File: src/vita_conv_consts.svh
/*
 shared sizes and bit positions for the packet converter
 buffer depth follows the address width; one packet must fit in the buffer
 trailer bits follow the VITA-49 trailer layout
*/
`ifndef VITA_CONV_CONSTS_SVH
`define VITA_CONV_CONSTS_SVH

`define VC_ADDR_W       9
`define VC_DEPTH        (1 << `VC_ADDR_W)
`define VC_WORD_W       32
`define VC_CFG_ADDR     8'h00

// header bit that announces a trailer word
`define VC_HDR_TRL_BIT  26

// trailer marks set by conversion
`define VC_TRL_CONV_BIT 22
`define VC_TRL_ODD_BIT  10

// read, multiply, clip, round
`define VC_PIPE_STAGES  4

`endif

File: src/vita_conv_pkg.sv
/*
 types shared by the converter RTL and its testbench
 configuration layout matches set_data_i[18:0]
*/
`include "vita_conv_consts.svh"

package vita_conv_pkg;

   // kind of word held in the upper 4 bits of a buffer word
   typedef enum logic [3:0] {
      FLAG_DATA    = 4'd0,
      FLAG_HEADER  = 4'd1,
      FLAG_TRAILER = 4'd2
   } word_flag_e;

   typedef struct packed {
      word_flag_e             flag;
      logic [`VC_WORD_W-1:0]  data;
   } buf_word_t;

   typedef struct packed {
      logic                convert;
      logic signed [17:0]  scale;
   } conv_cfg_t;

   typedef enum logic [2:0] {
      IDLE,
      PARSE_HEADER,
      CONVERT,
      DRAIN,
      READ_TRAILER,
      WRITE_TRAILER,
      WRITE_HEADER,
      DONE
   } eng_state_e;

   // even marks the second sample of a pair
   typedef struct packed {
      logic last;
      logic even;
   } lane_tag_t;

endpackage

File: src/sample_packer.sv
/*
 packs two 8-bit I/Q samples per payload word
 earlier sample goes to the low half; an unpaired last sample
 leaves the upper half zero
*/
`timescale 1ns/1ps
`include "vita_conv_consts.svh"

module sample_packer (
   input  logic                      clk,
   input  logic                      arst_n_i,
   input  logic                      stb_i,
   input  vita_conv_pkg::lane_tag_t  tag_i,
   input  logic signed [7:0]         i8_i,
   input  logic signed [7:0]         q8_i,
   output logic                      wr_o,
   output logic [`VC_WORD_W-1:0]     word_o
);

   logic [15:0] held;

   // keep the first sample of each pair
   always_ff @(posedge clk or negedge arst_n_i)
   begin
      if (!arst_n_i)
         held <= '0;
      else if (stb_i && !tag_i.even)
         held <= {i8_i, q8_i};
   end

   assign wr_o = stb_i && (tag_i.even || tag_i.last);

   always_comb
   begin
      if (tag_i.last && !tag_i.even)
         word_o = {16'd0, i8_i, q8_i};
      else
         word_o = {i8_i, q8_i, held};
   end

endmodule

File: config.mk
export PLATFORM = sky130hd
export DESIGN_NAME = sample_packer
export DESIGN_NICKNAME = d
export VERILOG_FILES = /design/src/vita_conv_pkg.sv /design/src/sample_packer.sv
export VERILOG_INCLUDE_DIRS = /design/src /design/src/src
export SDC_FILE = /design/constraint.sdc
export NUM_CORES = 1
export LEC_CHECK = 0
export ABC_AREA = 1
export BUFFER_PORTS_ARGS = -buffer_cell sky130_fd_sc_hd__buf_2
export CAP_MARGIN = 15
export CELL_PAD_IN_SITES_DETAIL_PLACEMENT = 0
export CELL_PAD_IN_SITES_GLOBAL_PLACEMENT = 1
export CORE_MARGIN = 2
export CORE_UTILIZATION = 32
export DETAILED_ROUTE_END_ITERATION = 10
export PLACE_DENSITY = 0.86
export SYNTH_ARGS = -nofsm -noshare
export SYNTH_HDL_FRONTEND = slang
export SYNTH_SLANG_ARGS = --single-unit
File: constraint.sdc
create_clock -name clk -period 2.25 [get_ports clk]
set_input_delay 0.45 -clock clk [delete_from_list [all_inputs] [get_ports clk]]
set_output_delay 0.45 -clock clk [all_outputs]
set_load 0.005 [all_outputs]
==> results of run 1 <==
-- cell usage in the layout (no fill, tap or decap) --
| master | netlist | final |
|---|---|---|
| nand2_1 | 64 | 64 |
| nand3_1 | 32 | 32 |
| clkbuf_4 | 0 | 3 |
| dfrtp_1 | 16 | 16 |
| clkbuf_8 | 0 | 1 |
| buf_4 | 4 | 3 |
| o21a_1 | 1 | 1 |
| inv_4 | 2 | 2 |
| inv_1 | 16 | 16 |
| nand2_4 | 1 | 1 |
| buf_2 | 3 | 53 |
| nor2_1 | 16 | 16 |
| nand2_8 | 1 | 1 |
-- cells in the mapped netlist --
cell / instances / area share
inv_4: 2 / 0.012
inv_1: 16 / 0.057
buf_2: 3 / 0.014
buf_4: 4 / 0.029
dfrtp_1: 16 / 0.38
buf_6: 3 / 0.032
nand2_8: 1 / 0.019
nand3_1: 32 / 0.15
nand2_4: 1 / 0.011
nor2_1: 16 / 0.057
o21a_1: 1 / 0.0071
nand2_1: 64 / 0.23
-- area by class of cell --
| type | instances | area [sq um] | area share |
|---|---|---|---|
| tap | 44 | 55.05 | 0.04074 |
| timing repair buffer | 56 | 287.8 | 0.2130 |
| inverter | 18 | 72.57 | 0.05370 |
| clock buffer | 4 | 36.28 | 0.02685 |
| multi-input combinational | 115 | 499.2 | 0.3694 |
| sequential | 16 | 400.4 | 0.2963 |
-- kinds of logic after synthesis --
family,share of synthesized area
AND/OR/NAND/NOR,0.4679
AO/OA/AOI/OAI,0.007146
buffers and inverters,0.1440
flip-flops,0.3809
-- power groups by stage --
stage	sequential, mW	combinational, mW	clock [mW]
finish	0.342	0.218	0.193
global route	0.347	0.252	0.212
CTS	0.342	0.223	0.199
detailed placement	0.347	0.222	0
global placement	0.346	0.220	0
floorplan	0.343	0.128	0
-- final timing paths --
path | start | to
max in group asynchronous | arst_n_i | held[9]
min in group clk | q8_i[2] | held[2]
worst max register to register | held[12] | held[12]
worst max-delay path | tag_i[0] | word_o[29]
worst min register to register | held[13] | held[13]
worst min-delay path | arst_n_i | held[13]
-- routing by layer --
metal	share of wire	wire length, um	vias to the layer above	GRT usage
met5	0	0	-	0
met4	0.014	38	0	0.06522
met3	0.085	237	4	0.02941
li1	-	-	583	-
met1	0.49	1365	484	0.2206
met2	0.41	1146	53	0.2432
-- metrics by stage --
stage          power, mW  hold WS (ns)  instances    util  cell area (sq um)
2_1_floorplan     0.4712        0.1544        159       -               1051
3_3_place_gp      0.5660        0.3846        249  0.4272               1315
3_5_place_dp      0.5694        0.3938        249  0.4272               1315
4_1_cts           0.7635       0.07493        253  0.4390               1351
5_1_grt           0.8103       0.07653        253  0.4390               1351
6_report          0.7534       0.06427        253  0.4390               1351
==> impl_metrics.csv, run 1 <==
group,metric,value,unit
die,die-area,3759,sq um
critical_path,cp.arrival,1.27,ns
clock_tree,ctsResizeCount,0,
power,p_sw,0.2372,mW
sta,setup_slack,0.5328,ns
grt,overflow,0,
power,power-per-cell-area,557.5,nW/um^2
place,dp_hpwl,2010,um
clock_tree,clk_path_buf_depth,2,
critical_path,required,1.80,ns
sta,tightest_slew,0.3793,ns
final_layout,largest_registers,"held (16)",
final_layout,fill_cells,356,
place,place_congestion,0.7404,
hold_path,hold_path_class,"input port to asynchronous set/reset pin",
clock_tree,cts.hold.buffers_added,0,
synth,syn_nets,180,
critical_path,start_kind,"input port",
sta,tns,0,ns
power,cell_internal_pwr,0.5162,mW
synth,syn_area,1051,sq um
die,die_x,61.31,um
place,io_buffers,53,
grt,grt_max_degree,19,
critical_path,path_delay_family,"buffers and inverters",
synth,seq_area_frac_synth,0.3810,
run,cap_violations,0,
detailed_routing,firstDrtPassIters,6,
place,dpl_worst_slack,0.5265,ns
critical_path,ff2ff_path_depth,2,
critical_path,ff2ff_setup_slack,1.64,ns
final_layout,largest_register,"held",
die,core,3078,sq um
detailed_routing,via_per_inst,4.443,
final_layout,syn2layout_area_growth,28.57,%
detailed_routing,route.detailed.drc,0,
sta,grt_setup_unrepaired,"false",
critical_path,critical_path_buf_inv_count,4,
grt,grt_use_total,0.1588,
clock_tree,clock_latency,0.29,ns
sta,fin_worst_skew,0,ns
synth,synthDistinctLibCells,12,
die,start_util,0.3415,
final_layout,diodes,0,
detailed_routing,avgRoutedWirePerCell,11.02,um
critical_path,max_stage_delay,0.19,ns
clock_tree,cts_tree,"built",
critical_path,worstPathCellList,"buf_2, inv_4, nand2_8, inv_4, nor2_1, buf_2",
grt,grt_pass1_wl,4429,um
power,seqPwrFrac,0.453,
critical_path,worstSetupPathType,"input port to output pin",
clock_tree,cts.htree.levels,1,
clock_tree,cts_sinks,16,
detailed_routing,wl,2787,um
clock_tree,cts_setup_buffers,0,
sta,min_period_over_period,0.7632,
detailed_routing,drt_iter0_drc,40,
clock_tree,cts_root_buffer,"clkbuf_4",
synth,synth_seq_cells,16,
critical_path,critPathCaptureType,"output pin",
sta,setup_viol,0,
clock_tree,clk_pin_slew,0.10,ns
die,io_pins,54,
final_layout,largest_reg_flops,16,
power,ir_drop,188.2,uV
final_layout,nets,231,
die,rows,20,
power,combPwrFrac,0.290,
sta,hold_violations,0,
status,status,"complete, no violations",
power,swShare,0.3148,
sta,final_max_slew_viol_count,0,
final_layout,drive_gt1_frac,0.3062,
sta,min_period,1.717,ns
sta,fmax,582.3,MHz
critical_path,crit_fanout,18,
power,clockPowerShare,0.257,
die,die_y,61.31,um
detailed_routing,vias,1124,
synth,ys_warn_count,0,
power,p_leak,0.8660,nW
critical_path,critical-path-slowest-cell,"inv_4",
critical_path,cp.depth,6,
grt,antenna_found_initial,0,
grt,grt_pass1_vias,1010,
synth,syn_inst,159,
sta,maxSlewHeadroom,0.7472,
clock_tree,cts_buffers,3,
detailed_routing,postRouteAntennaNets,0,
synth,avgSynthCellArea,6.610,sq um
Power figures use the tool's default switching activity.
==> run 2, diff against run 1 <==
CORE_UTILIZATION = 29   (was 32)
PLACE_DENSITY = 0.79   (was 0.86)
clock period = 1.7 ns   (was 2.25 ns; I/O delays follow)
==> run 2 against run 1 <==
- clock power is 32% higher
- via count is 1.1% lower
- final cell count is 1.2% higher
- worst hold slack better by 0.24 ns
- critical path depth is 1 lower
- register-to-register slack worse by 0.56 ns
- die area is 9.6% higher
- power is 33% higher
- sequential cell count stayed put
- non-clock buffer count is 1 higher
- global-route usage is 1.6 points lower
- largest cell class unchanged
==> impl_metrics.csv, run 2 (synthesized netlist as in run 1, its figures left out) <==
group,metric,value,unit
status,status,"complete, no violations",
clock_tree,clock_latency,0.29,ns
sta,min_period,1.406,ns
sta,grt_setup_unrepaired,"false",
clock_tree,cts_tree,"built",
clock_tree,cts_setup_buffers,0,
final_layout,multi_input_comb_area,499.2,sq um
final_layout,final_common_cell,"nand2_1",
grt,grt_max_degree,34,
critical_path,required,1.36,ns
final_layout,seqCellArea,400.4,sq um
clock_tree,clk_pin_slew,0.10,ns
sta,final_max_slew_viol_count,0,
sta,holdWs,0.3015,ns
final_layout,fill_cells,387,
power,power-per-cell-area,727.0,nW/um^2
sta,hold_violations,0,
final_layout,diodes,0,
critical_path,start_kind,"input port",
final_layout,syn2layout_area_growth,30.95,%
grt,grt.busiest_layer,"met2",
critical_path,crit_fanout,11,
grt,antenna_found_initial,0,
clock_tree,cts_sinks,16,
grt,grt_pass1_wl,4719,um
grt,grt_use_total,0.1428,
sta,setup_viol,0,
detailed_routing,avgRoutedWirePerCell,10.57,um
hold_path,hold_path_class,"input port to flip-flop",
die,rows,21,
place,io_buffers,53,
die,die-area,4122,sq um
detailed_routing,vias,1112,
detailed_routing,firstDrtPassIters,4,
clock_tree,ctsResizeCount,0,
sta,maxSlewHeadroom,0.7514,
grt,grtUsageMet1,0.1946,
run,cap_violations,0,
final_layout,largest_reg_flops,16,
final_layout,fin_util,0.4029,
final_layout,final_cell_mix,"64 x nand2_1, 53 x buf_2, 32 x nand3_1",
die,io_pins,54,
final_layout,largest_registers,"held (16)",
die,die_y,64.20,um
power,ir_drop,243.3,uV
final_layout,nets,232,
grt,grt_pass1_vias,1059,
place,dp_hpwl,1951,um
critical_path,worstSetupPathType,"input port to output pin",
clock_tree,clk_path_buf_depth,2,
sta,tns,0,ns
final_layout,largest_register,"held",
die,die_x,64.20,um
sta,tightest_slew,0.3729,ns
grt,use_met3,0.02993,
grt,overflow,0,
detailed_routing,postRouteAntennaNets,0,
detailed_routing,wl,2707,um
critical_path,cp.arrival,1.07,ns
sta,fmax,711.5,MHz
final_layout,drive_gt1_frac,0.3048,
critical_path,critPathCaptureType,"output pin",
clock_tree,cts.htree.levels,1,
die,start_util,0.3077,
clock_tree,cts_buffers,3,
detailed_routing,via_per_inst,4.344,
sta,fin_worst_skew,0,ns
grt,grtUsageMet2,0.2227,
place,place_congestion,0.7731,
clock_tree,cts_root_buffer,"clkbuf_4",
power,power,1.001,mW
power,p_leak,0.8747,nW
detailed_routing,drt_iter0_drc,40,
detailed_routing,route.detailed.drc,0,
sta,min_period_over_period,0.8268,
die,core,3416,sq um
[run 2: cell count changes in the layout (fill, tap and decap cells not counted), sizes merged]
cell / before / now
dlygate4sd3: 0 / 1
[run 2: path summary, 6_finish.rpt]
check | endpoint | slack (ns) | start | depth (start not counted)
worst min register to register | held[6] | 0.48 | held[6] | 2
max in group asynchronous | held[2] | 0.94 | arst_n_i | 2
worst min-delay path | held[5] | 0.30 | q8_i[5] | 3
worst max register to register | held[8] | 1.08 | held[8] | 2
min in group asynchronous | held[0] | 0.49 | arst_n_i | 2
worst max-delay path | word_o[2] | 0.29 | tag_i[1] | 5
[run 2: metrics by stage]
stage	instance area (sq um)	instances	worst slack [ns]
2_1_floorplan	1051	159	0.5444
3_3_place_gp	1330	251	0.3100
3_5_place_dp	1330	251	0.2793
4_1_cts	1376	256	0.2797
5_1_grt	1376	256	0.1975
6_report	1376	256	0.2944
[run 2: worst max-delay path: stages]
cell     delay [ns]
buf_2          0.21
buf_4          0.22
nand3_1        0.09
nand2_1        0.08
buf_2          0.12
[run 2: cell type report]
type / count / area share
well taps: 46 / 0.04182
clock buffers: 4 / 0.02636
multi-input cells: 115 / 0.3627
inverters: 18 / 0.05273
repair buffers: 57 / 0.2255
flip-flops and latches: 16 / 0.2909
[run 2: power breakdown]
part           internal [mW]  switching, mW
Clock                  0.130          0.124
Combinational          0.130          0.165
Sequential             0.428         0.0243
[run 2: repair_timing]
action / 4_1_cts / 5_1_grt
hold buffers: 1 / 0
setup endpoints to repair: 0 / 0
hold endpoints to repair: 16 / 0
[run 2: routing by layer]
layer,routed length [um],up-vias
met2,1113,50
met4,14,0
li1,-,587
met5,0,-
met3,240,2
met1,1339,473
