===== src/scale_lane.sv =====
/*
 one sample component: scale by an 18-bit factor, clip to 16 bits,
 round to 8 bits (nearest, ties away from zero)
 each stage register loads only on its own strobe
*/
`timescale 1ns/1ps

module scale_lane (
   input  logic               clk,
   input  logic               arst_n_i,
   input  logic signed [15:0] sample_i,
   input  logic signed [17:0] scale_i,
   input  logic               stb_mult_i,
   input  logic               stb_clip_i,
   input  logic               stb_round_i,
   output logic signed [7:0]  result_o
);

   logic signed [33:0] prod;
   logic signed [15:0] sat16;
   logic signed [15:0] sat16_nxt;
   logic signed [16:0] rnd_sum;
   logic signed [7:0]  rnd8_nxt;

   always_comb
   begin
      // prod >>> 10 fits 16 bits when bits 33:25 agree
      if (prod[33:25] == {9{prod[33]}})
         sat16_nxt = prod[25:10];
      else
         sat16_nxt = prod[33] ? 16'sh8000 : 16'sh7fff;

      // bias of one less on negatives pushes ties away from zero
      rnd_sum  = {sat16[15], sat16} + (sat16[15] ? 17'sd127 : 17'sd128);
      rnd8_nxt = (rnd_sum[16:15] == 2'b01) ? 8'sd127 : rnd_sum[15:8];
   end

   always_ff @(posedge clk or negedge arst_n_i)
   begin
      if (!arst_n_i)
      begin
         prod     <= '0;
         sat16    <= '0;
         result_o <= '0;
      end
      else
      begin
         if (stb_mult_i)
            prod <= sample_i * scale_i;
         if (stb_clip_i)
            sat16 <= sat16_nxt;
         if (stb_round_i)
            result_o <= rnd8_nxt;
      end
   end

endmodule


===== config.mk =====
export PLATFORM = sky130hd
export DESIGN_NAME = scale_lane
export DESIGN_NICKNAME = d
export VERILOG_FILES = /design/src/scale_lane.sv
export SDC_FILE = /design/constraint.sdc
export NUM_CORES = 1
export LEC_CHECK = 0
export BUFFER_PORTS_ARGS = -buffer_cell sky130_fd_sc_hd__buf_2
export CAP_MARGIN = 0
export CORE_MARGIN = 5
export CORE_UTILIZATION = 45
export CTS_CLUSTER_SIZE = 16
export DETAILED_ROUTE_END_ITERATION = 8
export PLACE_DENSITY = 0.64
export REMOVE_ABC_BUFFERS = 1
export SYNTH_ARGS = -nofsm -noshare
export SYNTH_HDL_FRONTEND = slang
export SYNTH_SLANG_ARGS = --single-unit

===== constraint.sdc =====
create_clock -name clk -period 4.9 [get_ports clk]
set_clock_uncertainty 0.15 [all_clocks]
set_input_delay 0.98 -clock clk [delete_from_list [all_inputs] [get_ports clk]]
set_output_delay 0.98 -clock clk [all_outputs]
set_load 0.01 [all_outputs]

==> results of run 1 <==
## final cells by class
type / count / share of cell area
multi-input combinational: 928 / 0.670
clock buffer: 6 / 0.00888
inverter: 326 / 0.0783
sequential: 48 / 0.0768
timing repair buffer: 233 / 0.133
clock inverter: 2 / 0.00248
tap: 378 / 0.0303
## worst max-delay path: cells and delay by family
| kind | cells | cell delay [ns] |
|---|---|---|
| mux | 1 | 0.27 |
| simple gates | 2 | 0.46 |
| buf+inv | 5 | 0.45 |
| xor+xnor | 1 | 0.17 |
| fa+ha+maj | 7 | 3.14 |
| compound gates | 5 | 0.86 |
## flip-flops by register name (all words and copies together) (netlist names)
signal,count
result_o,8
prod,24
sat16,16
## how the worst max path moves through the flow
stage | start | end | cells past startpoint
finish | scale_i[6] | prod[32] | 21
global route | sample_i[10] | prod[27] | 21
CTS | sample_i[9] | prod[27] | 22
detailed placement | scale_i[7] | prod[27] | 21
global placement | scale_i[7] | prod[27] | 21
floorplan | scale_i[10] | prod[19] | 20
## cells by family after synthesis
family,synth area share
xor+xnor,0.0235
flops,0.0950
simple gates,0.149
fa+ha+maj,0.546
compound gates,0.0564
mux,0.0181
buf+inv,0.111
## stage by stage
stage                      util  std cells  setup TNS [ns]  area [µm²]
after floorplan               -       1302          -28.05       12500
after global placement    0.520       1887          -41.72       14400
after detailed placement  0.520       1887          -42.44       14400
after CTS                 0.559       1919          -29.00       15500
after global routing      0.563       1921          -32.65       15600
final                     0.563       1921          -28.87       15600
## routing by layer
metal  vias to the layer above  routed length [µm]  global-route usage
met5                         -                   0                   0
met4                         0                 542              0.0329
met3                        41                 955              0.0166
met2                       179               15800               0.385
met1                      4852               11400               0.248
li1                       4394                   -                   -
## placed cells by master, fill, tap and decap left out, types with 9 or more instances in the layout
cell type / synthesis / layout
dfrtp_1: 48 / 48
fa_2: 0 / 12
and2_4: 0 / 14
xor2_1: 12 / 12
buf_8: 0 / 9
inv_2: 0 / 18
buf_6: 0 / 40
buf_12: 0 / 13
inv_1: 326 / 308
a21oi_1: 47 / 41
mux2_2: 19 / 17
nand2_1: 161 / 154
nor2_1: 53 / 49
buf_2: 0 / 19
ha_4: 0 / 13
and2_1: 128 / 114
xnor2_1: 22 / 22
ha_1: 90 / 75
buf_4: 0 / 152
fa_1: 289 / 277
## repair_timing
| action | in CTS | in global routing |
|---|---|---|
| setup buffers | 27 | 2 |
| cloned | 1 | 0 |
| endpoints found under the setup margin | 24 | 24 |
| resized for setup | 189 | 39 |
| pin swaps | 73 | 32 |
==> metrics.yaml, run 1 <==
status: "finished with violations"
violations: "negative setup slack"
register_area_mm2: 0.00120
die_y_um: 178
diodes: 0
hold_path_depth: 1
globalplace.congestion: 0.864
vias: 9466
cts_sinks: 48
postSynthCellCount: 1351
worst_slew_pin_slew_ns: 1.06
coreArea_mm2: 0.0278
hp-class: "reg -> reg"
drt_iter0_markers: 366
hold-path-endpoint: "prod[21]"
ys_types: 53
rsz0062_at_grt: "true"
hp-start: "prod[21]"
cp_slowest_stage_delay_ns: 0.55
synth_common_cells: "inv_1 (326), fa_1 (289), nand2_1 (161), and2_1 (128), ha_1 (90)"
port_buffers: 46
r2r.worst_path.cells: 9
synth_ff_type: "dfrtp_1"
fill_cells: 2488
crit_fanout: 6
hpwlAfterDp_um: 24800
ys_seq_elements: 48
min_period_over_period: 1.29
track_usage: 0.200
ios: 47
synth_top_cell_area_share: 0.457
grt_pass1_wl_um: 51500
worstPathRequired_ns: 4.92
grt_max_degree: 49
grt_overflow: 0
fin_nets: 1960
hold_viol: 0
r2r-start: "sat16[15]"
cts_root_buf: "clkbuf_16"
slew_violations: 0
drive_gt1_frac: 0.237
wl_per_cell_um: 14.9
finalCriticalPeriod_ns: 6.32
clock_latency_ns: 0.28
antenna_left: 0
numCtsBuffers: 5
dieArea_mm2: 0.0316
synthArstFlopShare: 1.00
clk_pin_slew_worst_paths_ns: 0.06
r2r_slack_ns: 1.96
crit_chain: "buf_12 -> buf_8 -> buf_6 -> and2_4 -> fa_1 -> fa_2 -> fa_2 -> fa_2 -> fa_1 -> inv_1 -> fa_1 -> inv_2 -> ha_4 -> a2111oi_4 -> o21ai_2 -> a21oi_2 -> o21ai_2 -> and3b_2 -> o41ai_4 -> xor2_1 -> mux2_4"
h-tree-depth: 2
holdBufCountCts: 0
remaining_drc_errors: 0
reg2reg_to: "result_o[6]"
maxCapViolations: 0
wl_um: 28600
num_rows: 61
area_growth_pct: 23.6
yosysTopAreaCell: "fa_1"
critPathKind: "in -> reg"
worstSetupStartpointType: "input pin"
initial_core_util: 0.455
cp_data_arrival_time_ns: 6.34
cts_tree: "done"
multi_input_area_mm2: 0.0105
synth-edff-count: 0
max_freq_mhz: 158
synth_warnings: 0
ys_seq_area_frac: 0.0950
die_x_um: 178
first_pass_iters: 5
slew-limit-headroom: 0.295
synthTopCellsByArea: "fa_1 (46%), inv_1 (9.7%), dfrtp_1 (9.5%)"
vias_per_cell: 4.93
crit_path_end_kind: "flop"
mappedNetlistArea_mm2: 0.0126
antenna_found_initial: 0
dpl_worst_slack_ns: -2.05
slowest_stage: "fa_1"
grt_pass1_vias: 10903
hold_ws_ns: 0.343
yosysMostFrequentCell: "inv_1"
cts_buffer_depth: 2
synth.avg_cell_area_um2: 9.36
setup_ws_ns: -1.42
final-setup-viol-count: 24
Power of run 1 is not shown: default switching activity piles up to over one toggle a cycle in this logic, so the estimate is an artifact.
==> run 2, diff against run 1 <==
--- a/config.mk
+++ b/config.mk
@@ -12,6 +12,7 @@
 export CTS_CLUSTER_SIZE = 16
 export DETAILED_ROUTE_END_ITERATION = 8
 export PLACE_DENSITY = 0.64
+export RECOVER_POWER = 100
 export REMOVE_ABC_BUFFERS = 1
 export SYNTH_ARGS = -nofsm -noshare
 export SYNTH_HDL_FRONTEND = slang
==> run 2 against run 1 <==
Against the previous run:
- the run ends with max-capacitance violations, max-slew violations, negative setup slack left
- die area is the same
- global-route usage is the same
- clock-buffer cell count is the same
- largest cell class unchanged
==> metrics.yaml, run 2 (synthesis results as in run 1) <==
stdcell_area_mm2: 0.0156  # -0.14%
clk_pin_slew_worst_paths_ns: 0.06  # about the same
crit_path_end_kind: "flop"
slew_violations: 49  # +49
vias: 9459  # -0.074%
min_period_over_period: 1.29  # about the same
die_y_um: 178  # unchanged
cp_data_arrival_time_ns: 6.34  # about the same
drive_gt1_frac: 0.229  # -0.00778
final_common_cell: "inv_1"
crit_fanout: 6  # unchanged
finalCriticalPeriod_ns: 6.32  # -0.00236 ns
clock_latency_ns: 0.28  # about the same
numCtsBuffers: 5  # unchanged
area_growth_pct: 23.4
post_dp_cell_area_mm2: 0.0144  # unchanged
worst_slew_pin_slew_ns: 2.52  # +1.47 ns
fin_nets: 1960  # unchanged
hpwlAfterDp_um: 24800  # unchanged
regMostFlops: "prod"
diodes: 0  # unchanged
antenna_left: 0  # unchanged
cts_buffer_depth: 2  # unchanged
num_rows: 61  # unchanged
vias_per_cell: 4.92  # about the same
wl_um: 28600  # about the same
grt_max_degree: 49  # unchanged
final-setup-viol-count: 24  # unchanged
remaining_drc_errors: 0  # unchanged
first_pass_iters: 5  # unchanged
hold_viol: 0  # unchanged
die_x_um: 178  # unchanged
multi_input_area_mm2: 0.0105  # about the same
dieArea_mm2: 0.0316  # unchanged
cts_sinks: 48  # unchanged
max_freq_mhz: 158  # about the same
track_usage: 0.200  # unchanged
grt_overflow: 0  # unchanged
fill_cells: 2494  # +0.24%
status: "finished with violations"
worstSetupStartpointType: "input pin"
h-tree-depth: 2  # unchanged
critPathKind: "in -> reg"
globalplace.congestion: 0.864  # unchanged
setup_ws_ns: -1.42  # +0.00236 ns
rsz0062_at_grt: "true"
worstPathRequired_ns: 4.92  # about the same
wl_per_cell_um: 14.9  # about the same
cts_root_buf: "clkbuf_16"
ios: 47  # unchanged
violations: "max-capacitance violations, max-slew violations, negative setup slack"
initial_core_util: 0.455  # unchanged
largest_reg_flops: 24  # unchanged
hp-class: "reg -> reg"
grt_pass1_wl_um: 51500  # unchanged
grt_pass1_vias: 10903  # unchanged
slew-limit-headroom: -0.683  # -0.978
cts_tree: "done"
maxCapViolations: 1  # +1
coreArea_mm2: 0.0278  # unchanged
top_regs: "prod (24), sat16 (16), result_o (8)"
register_area_mm2: 0.00120  # unchanged
port_buffers: 46  # unchanged
drt_iter0_markers: 389  # +6.3%
antenna_found_initial: 0  # unchanged
most-common-layout-cells: "inv_1 (308), fa_1 (277), nand2_1 (154)"
[run 2: cell count changes in the layout (fill, tap and decap cells not counted), sizes merged]
| cell | delta |
|---|---|
| buf | -11 |
| clkbuf | +11 |
[run 2: layer usage]
layer,share of wire,GRT usage
met4,0.019,0.0329
met2,0.55,0.385
met3,0.034,0.0166
met5,0,0
met1,0.39,0.248
[run 2: worst max-delay path, stage by stage]
cell       delay [ns]
buf_12           0.11
buf_8            0.12
buf_6            0.12
and2_4           0.13
fa_1             0.55
fa_2             0.46
fa_2             0.55
fa_2             0.44
fa_1             0.49
inv_1            0.05
fa_1             0.49
inv_2            0.05
ha_4             0.16
a2111oi_4        0.38
o21ai_2          0.12
a21oi_2          0.19
o21ai_2          0.08
and3b_2          0.33
o41ai_4          0.09
xor2_1           0.17
mux2_4           0.26
[run 2: metrics by stage]
step           TNS, ns  hold WS, ns  worst slack (ns)   util  std cells
2_1_floorplan   -28.05        0.300             -1.57      -       1302
5_1_grt         -32.65        0.377             -1.59  0.562       1921
3_5_place_dp    -42.44        0.333             -2.05  0.520       1887
4_1_cts         -29.00        0.348             -1.45  0.559       1919
6_report        -28.87        0.343             -1.42  0.562       1921
3_3_place_gp    -41.72        0.318             -1.97  0.520       1887
[run 2: worst paths after layout]
| kind | start | to | slack, ns | cells after the start |
|---|---|---|---|---|
| worst min-delay path | prod[21] | prod[21] | 0.34 | 1 |
| min in group asynchronous | arst_n_i | result_o[0] | 1.33 | 1 |
| max in group asynchronous | arst_n_i | sat16[1] | 1.84 | 1 |
| worst min register to register | prod[21] | prod[21] | 0.34 | 1 |
| worst max register to register | sat16[15] | result_o[6] | 1.88 | 9 |
| worst max-delay path | scale_i[6] | prod[32] | -1.42 | 21 |
[run 2: final cells by class]
class | instances | area share
clock buffer | 6 | 0.00890
clock inverter | 2 | 0.00248
inverter | 326 | 0.0784
multi-input combinational | 928 | 0.671
sequential | 48 | 0.0769
tap | 378 | 0.0303
timing repair buffer | 233 | 0.132
[run 2: timing repair]
item	CTS	global route
setup endpoints to repair	24	24
setup buffers	27	2
resized for setup	189	39
hold buffers	0	0
pin swaps	73	32
cloned	1	0
Power of run 2 is left out for the same reason.
==> run 3, diff against run 2 <==
--- a/config.mk
+++ b/config.mk
@@ -8,10 +8,10 @@
 export BUFFER_PORTS_ARGS = -buffer_cell sky130_fd_sc_hd__buf_2
 export CAP_MARGIN = 0
 export CORE_MARGIN = 5
-export CORE_UTILIZATION = 45
+export CORE_UTILIZATION = 60
 export CTS_CLUSTER_SIZE = 16
 export DETAILED_ROUTE_END_ITERATION = 8
-export PLACE_DENSITY = 0.64
+export PLACE_DENSITY = 0.81
 export RECOVER_POWER = 100
 export REMOVE_ABC_BUFFERS = 1
 export SYNTH_ARGS = -nofsm -noshare
==> run 3 against run 2 <==
Against the previous run:
- worst setup slack got worse by 0.17 ns
- via count up 5.5%
- critical path depth stayed put
- sequential cell count stayed put
- fmax decreased by 2.7%
- first-iteration DRC count is 55% higher
- the run still ends with max-capacitance violations, max-slew violations, negative setup slack left
- global-route usage increased by 8.0 points
==> metrics.yaml, run 3 (synthesis results as in run 1) <==
crit_end: "prod[27]"
crit_family: "adder cells"
remaining_drc_errors: 0  # unchanged
final-setup-viol-count: 24  # unchanged
top_regs: "prod (24), sat16 (16), result_o (8)"
critPathKind: "in -> reg"
wl_per_cell_um: 18.0  # +21%
hpwlAfterDp_um: 24900  # +0.39%
slew_violations: 49  # unchanged
wl_um: 32600  # +14%
worstPathRequired_ns: 4.92  # about the same
critPathLaunch: "sample_i[4]"
post_dp_cell_area_mm2: 0.0142  # -1.5%
h-tree-depth: 2  # unchanged
track_usage: 0.280  # +0.0800
slew-limit-headroom: -0.690  # -0.00709
regMostFlops: "prod"
cp.depth: 21  # unchanged
holdBufCountCts: 0  # unchanged
grt_max_degree: 49  # unchanged
crit_fanout: 8  # +2
dp.cells: 1777  # -5.8%
drive_gt1_frac: 0.250  # +0.0204
dieArea_mm2: 0.0241  # -24%
grt_pass1_vias: 11587  # +6.3%
initial_core_util: 0.605  # +0.150
antenna_left: 0  # unchanged
antenna_found_initial: 0  # unchanged
r2r_slack_ns: 1.88  # about the same
reg2reg_to: "result_o[6]"
grt_pass1_wl_um: 54300  # +5.5%
cp_slowest_stage_delay_ns: 0.57  # +0.02 ns
rsz0062_at_grt: "true"
final_common_cell: "inv_1"
vias: 9982  # +5.5%
clk_pin_slew_worst_paths_ns: 0.06  # about the same
clock_latency_ns: 0.29  # about the same
worst_slew_pin_slew_ns: 2.54  # +0.0106 ns
hold_viol: 0  # unchanged
largest_reg_flops: 24  # unchanged
num_rows: 53  # -13%
cts_tree: "done"
layoutNonFillerInstCount: 1816  # -5.5%
die_x_um: 155  # -13%
finalCoreUtilization: 0.741  # +0.179
ios: 47  # unchanged
most-common-layout-cells: "inv_1 (300), fa_1 (271), buf_4 (158)"
cts_buffer_depth: 2  # unchanged
register_area_mm2: 0.00120  # unchanged
drt_iter0_markers: 603  # +55%
status: "finished with violations"
port_buffers: 46  # unchanged
finalCriticalPeriod_ns: 6.49  # +0.174 ns
crit_path_end_kind: "flop"
area_growth_pct: 22.4
min_period_over_period: 1.33  # +0.0355
cts_root_buf: "clkbuf_16"
coreArea_mm2: 0.0209  # -25%
cp_num_buf_inv: 5  # unchanged
fill_cells: 1276  # -49%
stdcell_area_mm2: 0.0155  # -0.81%
numCtsBuffers: 5  # unchanged
globalplace.congestion: 0.907  # +4.9%
worstSetupStartpointType: "input pin"
r2r-start: "sat16[15]"
cp_data_arrival_time_ns: 6.52  # +0.18 ns
multi_input_area_mm2: 0.0106  # +1.2%
vias_per_cell: 5.50  # +12%
fin_nets: 1958  # -0.10%
crit_top_cell: "fa_1"
r2r.worst_path.cells: 9  # unchanged
die_y_um: 155  # -13%
cts_sinks: 48  # unchanged
setup_ws_ns: -1.59  # -0.174 ns
grt_overflow: 0  # unchanged
violations: "max-capacitance violations, max-slew violations, negative setup slack"
crit_chain: "buf_12 -> and2_4 -> fa_1 -> inv_2 -> fa_1 -> fa_1 -> inv_2 -> fa_1 -> fa_1 -> inv_2 -> fa_1 -> inv_2 -> ha_4 -> a21oi_2 -> a21oi_1 -> a2111o_1 -> o21ai_2 -> or3b_4 -> a21oi_2 -> xnor2_1 -> mux2_4"
maxCapViolations: 1  # unchanged
hp-class: "reg -> reg"
diodes: 0  # unchanged
slowest_stage: "fa_1"
first_pass_iters: 5  # unchanged
max_freq_mhz: 154  # -2.7%
run 3: worst reg2reg max path: cells and delay by family (launching register included):
| kind | cells | cell delay, ns |
|---|---|---|
| simple gates | 3 | 0.98 |
| mux | 2 | 0.54 |
| flops | 1 | 0.50 |
| fa+ha+maj | 1 | 0.38 |
| compound gates | 3 | 0.36 |
run 3: cell type report:
cell class,count,share of cell area
Inverter,326,0.0793
Clock inverter,1,0.00194
Timing Repair Buffer,231,0.125
Sequential cell,48,0.0776
Multi-Input combinational cell,928,0.684
Clock buffer,7,0.00986
Tap cell,275,0.0222
run 3: per-stage QoR:
step,setup WS (ns),TNS [ns],hold slack (ns)
6_report,-1.59,-32.25,0.334
5_1_grt,-1.76,-35.75,0.362
4_1_cts,-1.50,-30.61,0.334
3_5_place_dp,-2.04,-42.26,0.320
3_3_place_gp,-1.92,-40.24,0.321
2_1_floorplan,-1.57,-28.05,0.300
run 3: routing by layer:
layer / routed length, µm / part of all wire / vias to the layer above / GRT usage
met4: 1880 / 0.058 / 0 / 0.129
met2: 17900 / 0.55 / 363 / 0.527
li1: - / - / 4385 / -
met1: 11300 / 0.35 / 5080 / 0.320
met3: 1550 / 0.048 / 154 / 0.0292
met5: 0 / 0 / - / 0
run 3: what timing repair did:
item                                    CTS  global route
pin swaps                                90            68
endpoints found under the setup margin   24            24
gates resized for setup                 182            68
endpoints found under the hold margin     0             0
setup buffers                            33             6
run 3: how the worst min path moves through the flow:
stage	startpoint	endpoint	slack [ns]	cells after the start
floorplan	prod[21]	prod[21]	0.30	1
global placement	prod[21]	prod[21]	0.32	1
detailed placement	prod[21]	prod[21]	0.32	1
CTS	prod[21]	prod[21]	0.33	1
global route	prod[18]	prod[18]	0.36	1
finish	prod[21]	prod[21]	0.33	1
Power of run 3 is left out for the same reason.
