--- config.mk ---
export PLATFORM = sky130hd
export DESIGN_NAME = conv_engine
export DESIGN_NICKNAME = d
export VERILOG_FILES = /design/src/vita_conv_pkg.sv /design/src/conv_engine.sv
export VERILOG_INCLUDE_DIRS = /design/src /design/src/src
export SDC_FILE = /design/constraint.sdc
export NUM_CORES = 1
export LEC_CHECK = 0
export BUFFER_PORTS_ARGS = -buffer_cell sky130_fd_sc_hd__buf_2
export CAP_MARGIN = 20
export CORE_MARGIN = 8
export CORE_UTILIZATION = 25
export DETAILED_ROUTE_END_ITERATION = 10
export MAX_ROUTING_LAYER = met4
export PLACE_DENSITY_LB_ADDON = 0.1
export SLEW_MARGIN = 20
export SYNTH_ARGS = -nofsm -noshare
export SYNTH_HDL_FRONTEND = slang
export SYNTH_SLANG_ARGS = --single-unit
--- constraint.sdc ---
create_clock -name clk -period 4.62 [get_ports clk]
set_input_delay 0.231 -clock clk [delete_from_list [all_inputs] [get_ports clk]]
set_output_delay 0.231 -clock clk [all_outputs]
set_load 0.01 [all_outputs]
--- src/vita_conv_consts.svh ---
/*
 shared sizes and bit positions for the packet converter
 buffer depth follows the address width; one packet must fit in the buffer
 trailer bits follow the VITA-49 trailer layout
*/
`ifndef VITA_CONV_CONSTS_SVH
`define VITA_CONV_CONSTS_SVH

`define VC_ADDR_W       9
`define VC_DEPTH        (1 << `VC_ADDR_W)
`define VC_WORD_W       32
`define VC_CFG_ADDR     8'h00

// header bit that announces a trailer word
`define VC_HDR_TRL_BIT  26

// trailer marks set by conversion
`define VC_TRL_CONV_BIT 22
`define VC_TRL_ODD_BIT  10

// read, multiply, clip, round
`define VC_PIPE_STAGES  4

`endif

--- src/vita_conv_pkg.sv ---
/*
 types shared by the converter RTL and its testbench
 configuration layout matches set_data_i[18:0]
*/
`include "vita_conv_consts.svh"

package vita_conv_pkg;

   // kind of word held in the upper 4 bits of a buffer word
   typedef enum logic [3:0] {
      FLAG_DATA    = 4'd0,
      FLAG_HEADER  = 4'd1,
      FLAG_TRAILER = 4'd2
   } word_flag_e;

   typedef struct packed {
      word_flag_e             flag;
      logic [`VC_WORD_W-1:0]  data;
   } buf_word_t;

   typedef struct packed {
      logic                convert;
      logic signed [17:0]  scale;
   } conv_cfg_t;

   typedef enum logic [2:0] {
      IDLE,
      PARSE_HEADER,
      CONVERT,
      DRAIN,
      READ_TRAILER,
      WRITE_TRAILER,
      WRITE_HEADER,
      DONE
   } eng_state_e;

   // even marks the second sample of a pair
   typedef struct packed {
      logic last;
      logic even;
   } lane_tag_t;

endpackage

--- src/conv_engine.sv ---
/*
 conversion engine: config register, header parser, control FSM
 one packet at a time; start_i only while idle
 pack_wr_i takes the buffer port, the sample read waits a cycle
 a converted packet needs at least one payload sample
*/
`timescale 1ns/1ps
`include "vita_conv_consts.svh"

module conv_engine (
   input  logic                      clk,
   input  logic                      arst_n_i,
   input  logic                      set_stb_i,
   input  logic [7:0]                set_addr_i,
   input  logic [31:0]               set_data_i,
   input  logic                      start_i,
   input  logic [`VC_ADDR_W-1:0]     pkt_len_i,
   output logic                      done_o,
   output logic [`VC_ADDR_W-1:0]     adr_o,
   output logic                      we_o,
   output vita_conv_pkg::buf_word_t  wdat_o,
   input  vita_conv_pkg::buf_word_t  rdat_i,
   output logic signed [17:0]        scale_o,
   output logic signed [15:0]        sample_i_o,
   output logic signed [15:0]        sample_q_o,
   output logic                      stb_mult_o,
   output logic                      stb_clip_o,
   output logic                      stb_round_o,
   output logic                      stb_out_o,
   output vita_conv_pkg::lane_tag_t  tag_o,
   input  logic                      pack_wr_i,
   input  logic [`VC_WORD_W-1:0]     pack_word_i
);

   vita_conv_pkg::conv_cfg_t   cfg;
   vita_conv_pkg::eng_state_e  state;
   vita_conv_pkg::lane_tag_t   tag_pipe [`VC_PIPE_STAGES];

   logic [`VC_ADDR_W-1:0]      read_adr;
   logic [`VC_ADDR_W-1:0]      write_adr;
   logic [`VC_ADDR_W-1:0]      len_q;
   logic [`VC_PIPE_STAGES-1:0] vld;
   logic [31:0]                hd;
   logic [31:0]                new_header;
   logic [31:0]                new_trailer;
   logic [31:0]                trl_mask;
   logic [3:0]                 hdr_len;
   logic                       even;
   logic                       trl_wait;
   logic                       has_trl_q;
   logic                       convert_pkt;
   logic                       issue_rd;
   logic                       rd_last;

   always_ff @(posedge clk or negedge arst_n_i)
   begin
      if (!arst_n_i)
         cfg <= '0;
      else if (set_stb_i && (set_addr_i == `VC_CFG_ADDR))
         cfg <= set_data_i[18:0];
   end

   // VITA header decode, valid while the header sits on rdat_i
   assign hd          = rdat_i.data;
   assign hdr_len     = 4'd1 + {3'd0, hd[28]} + {2'd0, hd[27], 1'b0}
                        + {3'd0, |hd[23:22]} + {2'd0, |hd[21:20], 1'b0};
   assign convert_pkt = (hd[31:29] == 3'b000) && cfg.convert;

   // last payload word sits just before the trailer, if any
   assign rd_last  = (read_adr + `VC_ADDR_W'(has_trl_q) + 1'b1) == len_q;
   assign issue_rd = (state == vita_conv_pkg::CONVERT) && !pack_wr_i;

   always_ff @(posedge clk or negedge arst_n_i)
   begin
      if (!arst_n_i)
      begin
         state     <= vita_conv_pkg::IDLE;
         read_adr  <= '0;
         write_adr <= '0;
         even      <= 1'b0;
         trl_wait  <= 1'b0;
         done_o    <= 1'b0;
      end
      else
      begin
         done_o <= (state == vita_conv_pkg::DONE);
         case (state)
            vita_conv_pkg::IDLE:
            begin
               read_adr  <= '0;
               write_adr <= '0;
               even      <= 1'b0;
               if (start_i)
                  state <= vita_conv_pkg::PARSE_HEADER;
            end
            vita_conv_pkg::PARSE_HEADER:
            begin
               if (convert_pkt)
               begin
                  read_adr  <= `VC_ADDR_W'(hdr_len);
                  write_adr <= `VC_ADDR_W'(hdr_len);
                  state     <= vita_conv_pkg::CONVERT;
               end
               else
                  state <= vita_conv_pkg::WRITE_HEADER;
            end
            vita_conv_pkg::CONVERT:
            begin
               if (pack_wr_i)
                  write_adr <= write_adr + 1'b1;
               else
               begin
                  read_adr <= read_adr + 1'b1;
                  even     <= ~even;
                  if (rd_last)
                     state <= vita_conv_pkg::DRAIN;
               end
            end
            vita_conv_pkg::DRAIN:
            begin
               if (pack_wr_i)
               begin
                  write_adr <= write_adr + 1'b1;
                  if (tag_o.last)
                  begin
                     trl_wait <= 1'b0;
                     state    <= has_trl_q ? vita_conv_pkg::READ_TRAILER
                                           : vita_conv_pkg::WRITE_TRAILER;
                  end
               end
            end
            vita_conv_pkg::READ_TRAILER:
            begin
               // read_adr already points at the old trailer
               trl_wait <= 1'b1;
               if (trl_wait)
                  state <= vita_conv_pkg::WRITE_TRAILER;
            end
            vita_conv_pkg::WRITE_TRAILER:
            begin
               write_adr <= '0;
               state     <= vita_conv_pkg::WRITE_HEADER;
            end
            vita_conv_pkg::WRITE_HEADER:
               state <= vita_conv_pkg::DONE;
            default:
               state <= vita_conv_pkg::IDLE;
         endcase
      end
   end

   // packet length, header and trailer words under construction
   always_ff @(posedge clk)
   begin
      case (state)
         vita_conv_pkg::IDLE:
            if (start_i)
               len_q <= pkt_len_i;
         vita_conv_pkg::PARSE_HEADER:
         begin
            has_trl_q  <= hd[`VC_HDR_TRL_BIT];
            new_header <= {hd[31:16], 16'(len_q)};
            if (convert_pkt)
               new_header[`VC_HDR_TRL_BIT] <= 1'b1;
         end
         vita_conv_pkg::CONVERT:
         begin
            if (issue_rd && rd_last)
            begin
               trl_mask                   <= '0;
               trl_mask[`VC_TRL_CONV_BIT] <= 1'b1;
               trl_mask[`VC_TRL_ODD_BIT]  <= ~even;
            end
         end
         vita_conv_pkg::DRAIN:
            if (pack_wr_i && tag_o.last)
               new_trailer <= trl_mask;
         vita_conv_pkg::READ_TRAILER:
            new_trailer <= hd | trl_mask;
         vita_conv_pkg::WRITE_TRAILER:
            new_header[15:0] <= 16'(write_adr) + 16'd1;
         default:
         begin
         end
      endcase
   end

   // valid and tag travel alongside each sample
   always_ff @(posedge clk or negedge arst_n_i)
   begin
      if (!arst_n_i)
         vld <= '0;
      else
         vld <= {vld[`VC_PIPE_STAGES-2:0], issue_rd};
   end

   always_ff @(posedge clk)
   begin
      tag_pipe[0] <= '{last: rd_last, even: even};
      for (int i = 1; i < `VC_PIPE_STAGES; i++)
         tag_pipe[i] <= tag_pipe[i-1];
   end

   assign stb_mult_o  = vld[0];
   assign stb_clip_o  = vld[1];
   assign stb_round_o = vld[2];
   assign stb_out_o   = vld[`VC_PIPE_STAGES-1];
   assign tag_o       = tag_pipe[`VC_PIPE_STAGES-1];
   assign scale_o     = cfg.scale;
   assign sample_i_o  = hd[31:16];
   assign sample_q_o  = hd[15:0];

   assign we_o  = pack_wr_i || (state == vita_conv_pkg::WRITE_HEADER)
                  || (state == vita_conv_pkg::WRITE_TRAILER);
   assign adr_o = we_o ? write_adr : read_adr;

   always_comb
   begin
      case (state)
         vita_conv_pkg::WRITE_HEADER:
            wdat_o = '{flag: vita_conv_pkg::FLAG_HEADER, data: new_header};
         vita_conv_pkg::WRITE_TRAILER:
            wdat_o = '{flag: vita_conv_pkg::FLAG_TRAILER, data: new_trailer};
         default:
            wdat_o = '{flag: vita_conv_pkg::FLAG_DATA, data: pack_word_i};
      endcase
   end

   a_start_idle: assert property (@(posedge clk) disable iff (!arst_n_i)
      start_i |-> (state == vita_conv_pkg::IDLE));

   // in-place rewrite must stay behind the samples still to be read
   a_wr_behind_rd: assert property (@(posedge clk) disable iff (!arst_n_i)
      pack_wr_i |-> (write_adr < read_adr));

endmodule

==> flow_summary.ini, run 1 <==
[run_status]
outcome = completed

[route]
viasPerCell = 4.49
routedWlPerCell_um = 17.4
dr.pass1.iters = 5
vias = 4849
drt_wl_total_um = 18800
drc_errors = 0
drtIter0Drc = 289
ant_nets = 0

[worst_setup_path]
path_max_fanout = 35
endpoint_kind = primary output
worst_path_dominant_cell_family = simple AND/OR/NAND/NOR gates
required_ns = 4.39
cp-endpoint = adr_o[1]
worstSetupPathDepth = 5
max_stage_delay_ns = 0.84
critical_path_class = flop to primary output
reg2reg_slack_ns = 1.38
crit_start = state[2]
setup.worst_path.start_class = flop
reg2reg_depth = 6
reg2reg_from = state[2]
crit_path_cell_trace = nand2_2, inv_2, nor3_2, mux2_2, buf_2
slowest_stage = nor3_2
crit_arrival_ns = 3.30
cp.buffers_inverters = 2
r2r_end = write_adr[7]

[synthesis]
synth_top_area_share_pct = 32.8
async_reset_ff_share_pct = 38.2
syn_area_per_cell_um2 = 10.8
synth.area.top_cells = edfxtp_1, dfrtp_1, buf_4
ys.flop_type = edfxtp_1
yosysMostFrequentCell = nand2_1
yosysUniqueCellTypes = 59
ys_warn_count = 0
synth_top_area_cell = edfxtp_1
postSynthCellCount = 577
ys_ff_latch = 123
synth-edff-count = 68
netlist_top_cells_count = nand2_1, edfxtp_1, buf_4, dfrtp_1, o21ai_0
yosysSeqAreaShare_pct = 54.2
synth_area_mm2 = 0.00623

[power]
p_leak_nw = 3.75
max-vdd-ir-drop_uv = 302
p_total_mw = 4.35
p_per_area_mw_per_mm2 = 546

[global_routing]
grt_pass1_wl_um = 29100
antenna_found_initial = 0
grt_max_degree = 48
grt_use_total_pct = 12.6
grt_pass1_vias = 4969
gr-total-overflow = 0

[floorplanning]
fp.dieW_um = 174
std_cell_rows = 58
dieArea_mm2 = 0.0302
coreArea_mm2 = 0.0248
io_pins = 225
die_h_um = 174
initial_core_util_pct = 25.1

[final_layout]
regArea_mm2 = 0.00338
stdcell_count = 1081
num_antenna_cells = 0
fin_area_mm2 = 0.00797
syn_to_final_growth_pct = 27.9
final_util_pct = 32.1
drive_gt1_share_pct = 38.6
fill_cells = 2576
fin_nets = 871
multi_input_area_mm2 = 0.00229

[sta]
slew_headroom_pct = 29.5
setup_violations = 0
min_period_over_period_pct = 76.5
hold_viol = 0
max_slew.worst_pin.slew_ns = 1.06
whs_ns = 0.0316
tns_ns = 0
period_needed_ns = 3.53
fmax_ghz = 0.283
grt_setup_unrepaired = no
finClkSkew_ns = 0.00960
drv_slew = 0
layout_setup_ws_ns = 1.09

[placement]
gp_congestion = 0.870
hpwlAfterDp_um = 13900
placed_area_mm2 = 0.00722
numPlacedInstances = 1037
portBuffers = 205
post-place-ws_ns = 1.35

[clock_tree]
cts_made_buffers = 17
clockBufferDepth = 2
h-tree-depth = 4
clk_latency_ns = 0.41
cts_tree = done
clkTransAtPathRegs_ns = 0.06
root_buffer = clkbuf_16
cts-resized-gates = 0
clock_sinks = 123

[run]
maxCapViolCount = 0

[min_path]
worstHoldPathType = primary input to flop
[flip-flops by register name, indices dropped and copies added (netlist names)]
name         flops
cfg              1
done_o           1
even             1
has_trl_q        1
len_q            9
new_header      26
new_trailer     31
read_adr         9
scale_o         18
state            3
tag_pipe         8
trl_mask         1
trl_wait         1
vld              4
write_adr        9
[power by group]
part / internal (mW) / total [mW] / switching (mW)
combinational: 0.512 / 1.41 / 0.897
sequential: 1.41 / 1.56 / 0.155
clock: 0.858 / 1.38 / 0.526
[placed cells by master, fill, tap and decap left out, types with 5 or more instances in the layout]
master,synthesis,routed
nand2_1,76,76
a22oi_1,26,26
nand3_1,8,8
mux2_2,29,29
or3_1,5,5
inv_6,0,5
ha_1,10,10
clkbuf_16,0,17
nor4_1,6,6
dfxtp_1,8,8
nor3_1,6,6
a21oi_1,14,14
inv_1,18,18
and3_1,33,33
a22o_1,6,6
xnor2_1,15,15
buf_4,53,6
edfxtp_1,68,68
dfrtp_1,47,47
dlygate4sd3_1,0,10
nor2_1,31,30
o21ai_0,35,34
buf_2,5,205
[cells by family (layout without fill, tap and decap cells)]
group	Yosys count	after routing	share of synthesized area (%)
compound gates	98	98	10.4
xor+xnor	19	19	2.67
fa+ha+maj	11	11	2.33
buf+inv	101	274	9.39
flops	123	123	54.2
mux	30	30	5.48
other cells	1	2	0.0601
simple gates	194	194	15.5
[what timing repair did]
action | in CTS | in global routing
setup buffers | 0 | 0
hold buffers | 10 | 0
endpoints found under the hold margin | 56 | 0
[worst min-delay path by stage]
stage,start,endpoint,slack [ns],cells after the start
floorplan,arst_n_i,cfg[18],-0.06,0
global placement,tag_pipe[1][1],tag_pipe[2][1],0.31,0
detailed placement,tag_pipe[2][1],tag_pipe[3][1],0.31,0
CTS,rdat_i[17],new_header[17],0.01,1
global route,rdat_i[17],new_header[17],0.009,1
finish,rdat_i[17],new_header[17],0.03,1
[per-layer routing]
layer | global-route usage [%] | vias to the layer above | share of wire (%)
li1 | - | 2323 | -
met1 | 16.0 | 2350 | 46
met2 | 19.0 | 162 | 47
met3 | 3.91 | 14 | 6.6
met4 | 3.74 | 0 | 0.98
met5 | - | - | 0
[area by class of cell]
type | count | share of cell area (%)
sequential | 123 | 42.4
multi-input combinational | 354 | 28.7
timing repair buffer | 223 | 15.2
clock buffer | 17 | 5.34
tap | 330 | 5.18
clock inverter | 15 | 2.35
inverter | 19 | 0.894
No activity file was read; power rests on OpenSTA's default activity.
==> run 2: changes to the inputs <==
- clock period: 4.62 -> 3.3 ns (I/O delays scaled with it)
==> run 2 against run 1 <==
- sequential power increased by 39%
- clock skew decreased by 0.0016 ns
- clock-buffer cell count increased by 7
- non-clock buffer count increased by 38
- cell area increased by 3.9%
- global-route usage increased by 0.30 points
- worst hold slack improved by 0.046 ns
- combinational power increased by 44%
- critical path depth increased by 3
- critical path type unchanged
- critical endpoint is now wdat_o[13]
- largest cell class unchanged
- largest power group unchanged
- highest routed layer unchanged
==> flow_summary.ini, run 2 (synthesized netlist as in run 1, its figures left out) <==
[worst_setup_path]
crit_arrival_ns = 2.78
slowest_stage = nor2_2
critical_path_class = flop to primary output
crit_path_cell_trace = inv_1, ha_1, nand2_2, inv_2, nor2_2, buf_4, a22o_1, buf_2
setup.worst_path.start_class = flop
max_stage_delay_ns = 0.49
worst_path_dominant_cell_family = buffers and inverters
required_ns = 3.13
path_max_fanout = 23
cp.buffers_inverters = 4
endpoint_kind = primary output

[clock_tree]
clkTransAtPathRegs_ns = 0.06
cts-resized-gates = 0
clk_latency_ns = 0.41
cts_tree = done
clock_sinks = 123
hold_buffers = 45
clockBufferDepth = 2
root_buffer = clkbuf_16
h-tree-depth = 4
cts_made_buffers = 17
cts_setup_buffers = 0

[sta]
grt_setup_unrepaired = no
finClkSkew_ns = 0.00799
tns_ns = 0
period_needed_ns = 2.95
hold_viol = 0
min_period_over_period_pct = 89.3
fmax_ghz = 0.339
setup_violations = 0
slew_headroom_pct = 34.5
max_slew.worst_pin.slew_ns = 0.977
layout_setup_ws_ns = 0.352
drv_slew = 0

[final_layout]
num_antenna_cells = 0
layout_common_cells = buf_2, nand2_1, edfxtp_1, dfrtp_1, dlygate4sd3_1
final_common_cell = buf_2
fin_nets = 909
drive_gt1_share_pct = 37.0
top_register = new_trailer
largest_reg_flops = 31
fill_cells = 2599
syn_to_final_growth_pct = 32.9

[route]
routedWlPerCell_um = 17.0
vias = 4943
dr.pass1.iters = 4
drc_errors = 0
ant_nets = 0
viasPerCell = 4.42
drtIter0Drc = 266
drt_wl_total_um = 19000

[floorplanning]
coreArea_mm2 = 0.0248
dieArea_mm2 = 0.0302
die_h_um = 174
initial_core_util_pct = 25.1
io_pins = 225
fp.dieW_um = 174
std_cell_rows = 58

[min_path]
worstHoldPathType = primary input to flop

[global_routing]
antenna_found_initial = 0
grt_use_total_pct = 12.9
grt_pass1_vias = 5282
grt_max_degree = 35
grt_pass1_wl_um = 29700
gr-total-overflow = 0

[placement]
gp_congestion = 0.837
post-place-ws_ns = 0.655
hpwlAfterDp_um = 14000
portBuffers = 205

[run_status]
outcome = completed

[power]
switching_share_pct = 35.9
max-vdd-ir-drop_uv = 417
seq_power_share_pct = 36.2
pwr-share-clk_pct = 29.9
p_per_area_mw_per_mm2 = 724
p_sw_mw = 2.15
internal_power_mw = 3.84
p_leak_nw = 3.89
p_comb_share_pct = 33.8

[run]
maxCapViolCount = 0
run 2: cell types whose count changed in the layout (fill, tap and decap cells not counted), sizes merged:
cell / before / now
bufinv: 3 / 0
inv: 24 / 23
clkinv: 5 / 2
dlygate4sd3: 10 / 45
clkbuf: 17 / 24
buf: 213 / 216
run 2: final timing paths:
path / from / end / slack, ns / depth (start not counted)
hold / removal: rdat_i[13] / new_trailer[13] / 0.08 / 2
min in group asynchronous: arst_n_i / scale_o[7] / 0.30 / 2
hold reg to reg: tag_pipe[1][0] / tag_pipe[2][0] / 0.32 / 0
setup / recovery: state[1] / wdat_o[13] / 0.35 / 8
max in group asynchronous: arst_n_i / write_adr[4] / 2.21 / 3
setup reg to reg: read_adr[0] / state[1] / 0.65 / 10
run 2: per-stage QoR:
stage               instances  cell area [µm²]  total power, mW  hold WS, ns  util [%]
floorplan                 578             6240             3.44       -0.131         -
global placement         1042             7260             4.19        0.175      29.2
detailed placement       1042             7260             4.23        0.182      29.2
CTS                      1119             8290             6.09       0.0568      33.4
global route             1119             8290             6.40       0.0653      33.4
finish                   1119             8290             6.00       0.0778      33.4
run 2: area by class of cell:
| type | count | area (µm²) | area share [%] |
|---|---|---|---|
| Tap cell | 330 | 413 | 4.98 |
| Clock inverter | 8 | 52.6 | 0.634 |
| Clock buffer | 24 | 524 | 6.33 |
| Timing Repair Buffer | 261 | 1560 | 18.8 |
| Sequential cell | 123 | 3380 | 40.8 |
| Inverter | 19 | 71.3 | 0.861 |
| Multi-Input combinational cell | 354 | 2290 | 27.6 |
run 2: power by group through the flow:
stage / Combinational, mW / Clock (mW) / Sequential, mW
global route: 2.27 / 1.92 / 2.21
CTS: 2.07 / 1.85 / 2.17
global placement: 2.00 / 0 / 2.19
finish: 2.03 / 1.79 / 2.17
floorplan: 1.33 / 0 / 2.11
detailed placement: 2.03 / 0 / 2.20
run 2: layer usage:
layer | GRT usage (%) | up-vias | routed length, µm
li1 | - | 2391 | -
met1 | 15.4 | 2367 | 8480
met2 | 20.7 | 168 | 9150
met3 | 3.54 | 17 | 1150
met4 | 4.49 | 0 | 272
met5 | - | - | 0
==> run 3: changes to the inputs <==
--- a/config.mk
+++ b/config.mk
@@ -9,5 +9,4 @@
 export BUFFER_PORTS_ARGS = -buffer_cell sky130_fd_sc_hd__buf_2
 export CAP_MARGIN = 20
-export CORE_MARGIN = 8
 export CORE_UTILIZATION = 25
 export DETAILED_ROUTE_END_ITERATION = 10
==> constraint.sdc (replaced) <==
create_clock -name clk -period 3.3 [get_ports clk]
set_input_delay 0.66 -clock clk [delete_from_list [all_inputs] [get_ports clk]]
set_output_delay 0.66 -clock clk [all_outputs]
set_load 0.01 [all_outputs]
==> run 3 against run 2 <==
- via count decreased by 3.4%
- setup slack got worse by 0.13 ns
- clock skew grew 0.0015 ns
- critical path type unchanged
- largest cell class unchanged
==> flow_summary.ini, run 3 (synthesized netlist as in run 1, its figures left out) <==
[run_status]
outcome = completed

[worst_setup_path]
crit_arrival_ns = 2.42
path_max_fanout = 31
reg2reg_slack_ns = 0.60
crit_start = state[1]
crit_path_cell_trace = inv_1, ha_2, nand2_4, inv_2, buf_4, nor2_2, buf_4, a22o_1, buf_2
slowest_stage = dfrtp_1
required_ns = 2.64
worst_path_dominant_cell_family = buffers and inverters
endpoint_kind = primary output
cpMostUsedCell = buf_4
setup.worst_path.start_class = flop
reg2reg_depth = 10
critical_path_class = flop to primary output
max_stage_delay_ns = 0.41
r2r_end = state[1]
cp.buffers_inverters = 5
reg2reg_from = read_adr[0]

[sta]
finClkSkew_ns = 0.00953
setup_violations = 0
layout_setup_ws_ns = 0.218
fmax_ghz = 0.324
tns_ns = 0
slew_headroom_pct = 37.8
grt_setup_unrepaired = no
min_period_over_period_pct = 93.4
max_slew.worst_pin.slew_ns = 0.929
hold_viol = 0
drv_slew = 0
whs_ns = 0.261
period_needed_ns = 3.08

[clock_tree]
clk_latency_ns = 0.42
hold_buffers = 0
root_buffer = clkbuf_16
cts_setup_buffers = 0
h-tree-depth = 4
cts_made_buffers = 17
clock_sinks = 123
cts_tree = done
clockBufferDepth = 2
clkTransAtPathRegs_ns = 0.06

[route]
drt_wl_total_um = 17400
viasPerCell = 4.45
drc_errors = 0
drtIter0Drc = 205
dr.pass1.iters = 5
ant_nets = 0
routedWlPerCell_um = 16.2
vias = 4777

[final_layout]
drive_gt1_share_pct = 40.0
final_common_cell = buf_2
final_util_pct = 32.4
layout_common_cells = buf_2, nand2_1, edfxtp_1, dfrtp_1, o21ai_0
syn_to_final_growth_pct = 26.8
fin_nets = 870
top_register = new_trailer
num_antenna_cells = 0
largest_reg_flops = 31

[placement]
gp_congestion = 0.861
portBuffers = 205
post-place-ws_ns = 0.442
hpwlAfterDp_um = 12800

[global_routing]
grt_max_degree = 32
grt_pass1_vias = 4721
grt_pass1_wl_um = 27000
gr-total-overflow = 0
grt_use_total_pct = 14.2
antenna_found_initial = 0

[floorplanning]
coreArea_mm2 = 0.0244
std_cell_rows = 57
io_pins = 225
dieArea_mm2 = 0.0256
die_h_um = 160
initial_core_util_pct = 25.6
fp.dieW_um = 160

[run]
maxCapViolCount = 0

[power]
p_leak_nw = 3.75
p_total_mw = 6.10
max-vdd-ir-drop_uv = 390
p_per_area_mw_per_mm2 = 772

[min_path]
worstHoldPathType = primary input to async pin
-- run 3: cell types whose count changed in the layout (fill, tap and decap cells not counted), moves of 2 or more --
cell and delta:
buf_4 +6, bufinv_16 +3, clkbuf_1 -2, clkinv_2 +2, dlygate4sd3_1 -45, inv_4 -3
clkbuf_16 -2, clkbuf_8 -3, clkinv_4 +5
-- run 3: layout make-up --
cell class / count / area [µm²]
Inverter: 19 / 71.3
Tap cell: 324 / 405
Sequential cell: 123 / 3380
Timing Repair Buffer: 222 / 1150
Clock buffer: 17 / 425
Fill cell: 2549 / 16500
Multi-Input combinational cell: 354 / 2300
Clock inverter: 15 / 174
-- run 3: repair_timing --
item                                    in CTS  in global routing
resized for setup                            1                  1
hold endpoints to repair                     0                  0
endpoints found under the setup margin       4                 15
-- run 3: report_power, final --
| group | total (mW) | switching [mW] | internal [mW] |
|---|---|---|---|
| Combinational | 2.03 | 1.27 | 0.759 |
| Clock | 1.92 | 0.729 | 1.19 |
| Sequential | 2.16 | 0.187 | 1.97 |
-- run 3: per-stage QoR --
step	std cells	area, µm²
after floorplan	578	6240
after global placement	1042	7300
after detailed placement	1042	7300
after CTS	1074	7900
after global routing	1074	7900
final	1074	7900
-- run 3: how the worst max path moves through the flow --
stage | to | depth (start not counted)
2_1_floorplan | new_trailer[0] | 3
3_3_place_gp | wdat_o[11] | 9
3_5_place_dp | wdat_o[14] | 9
4_1_cts | wdat_o[11] | 9
5_1_grt | wdat_o[12] | 9
6_report | wdat_o[14] | 9
-- run 3: per-layer routing --
layer / vias up / GRT usage (%) / wire [µm]
met5: - / - / 0
met2: 187 / 22.4 / 8130
met1: 2260 / 18.4 / 8210
met4: 0 / 4.29 / 174
met3: 10 / 2.65 / 885
li1: 2320 / - / -
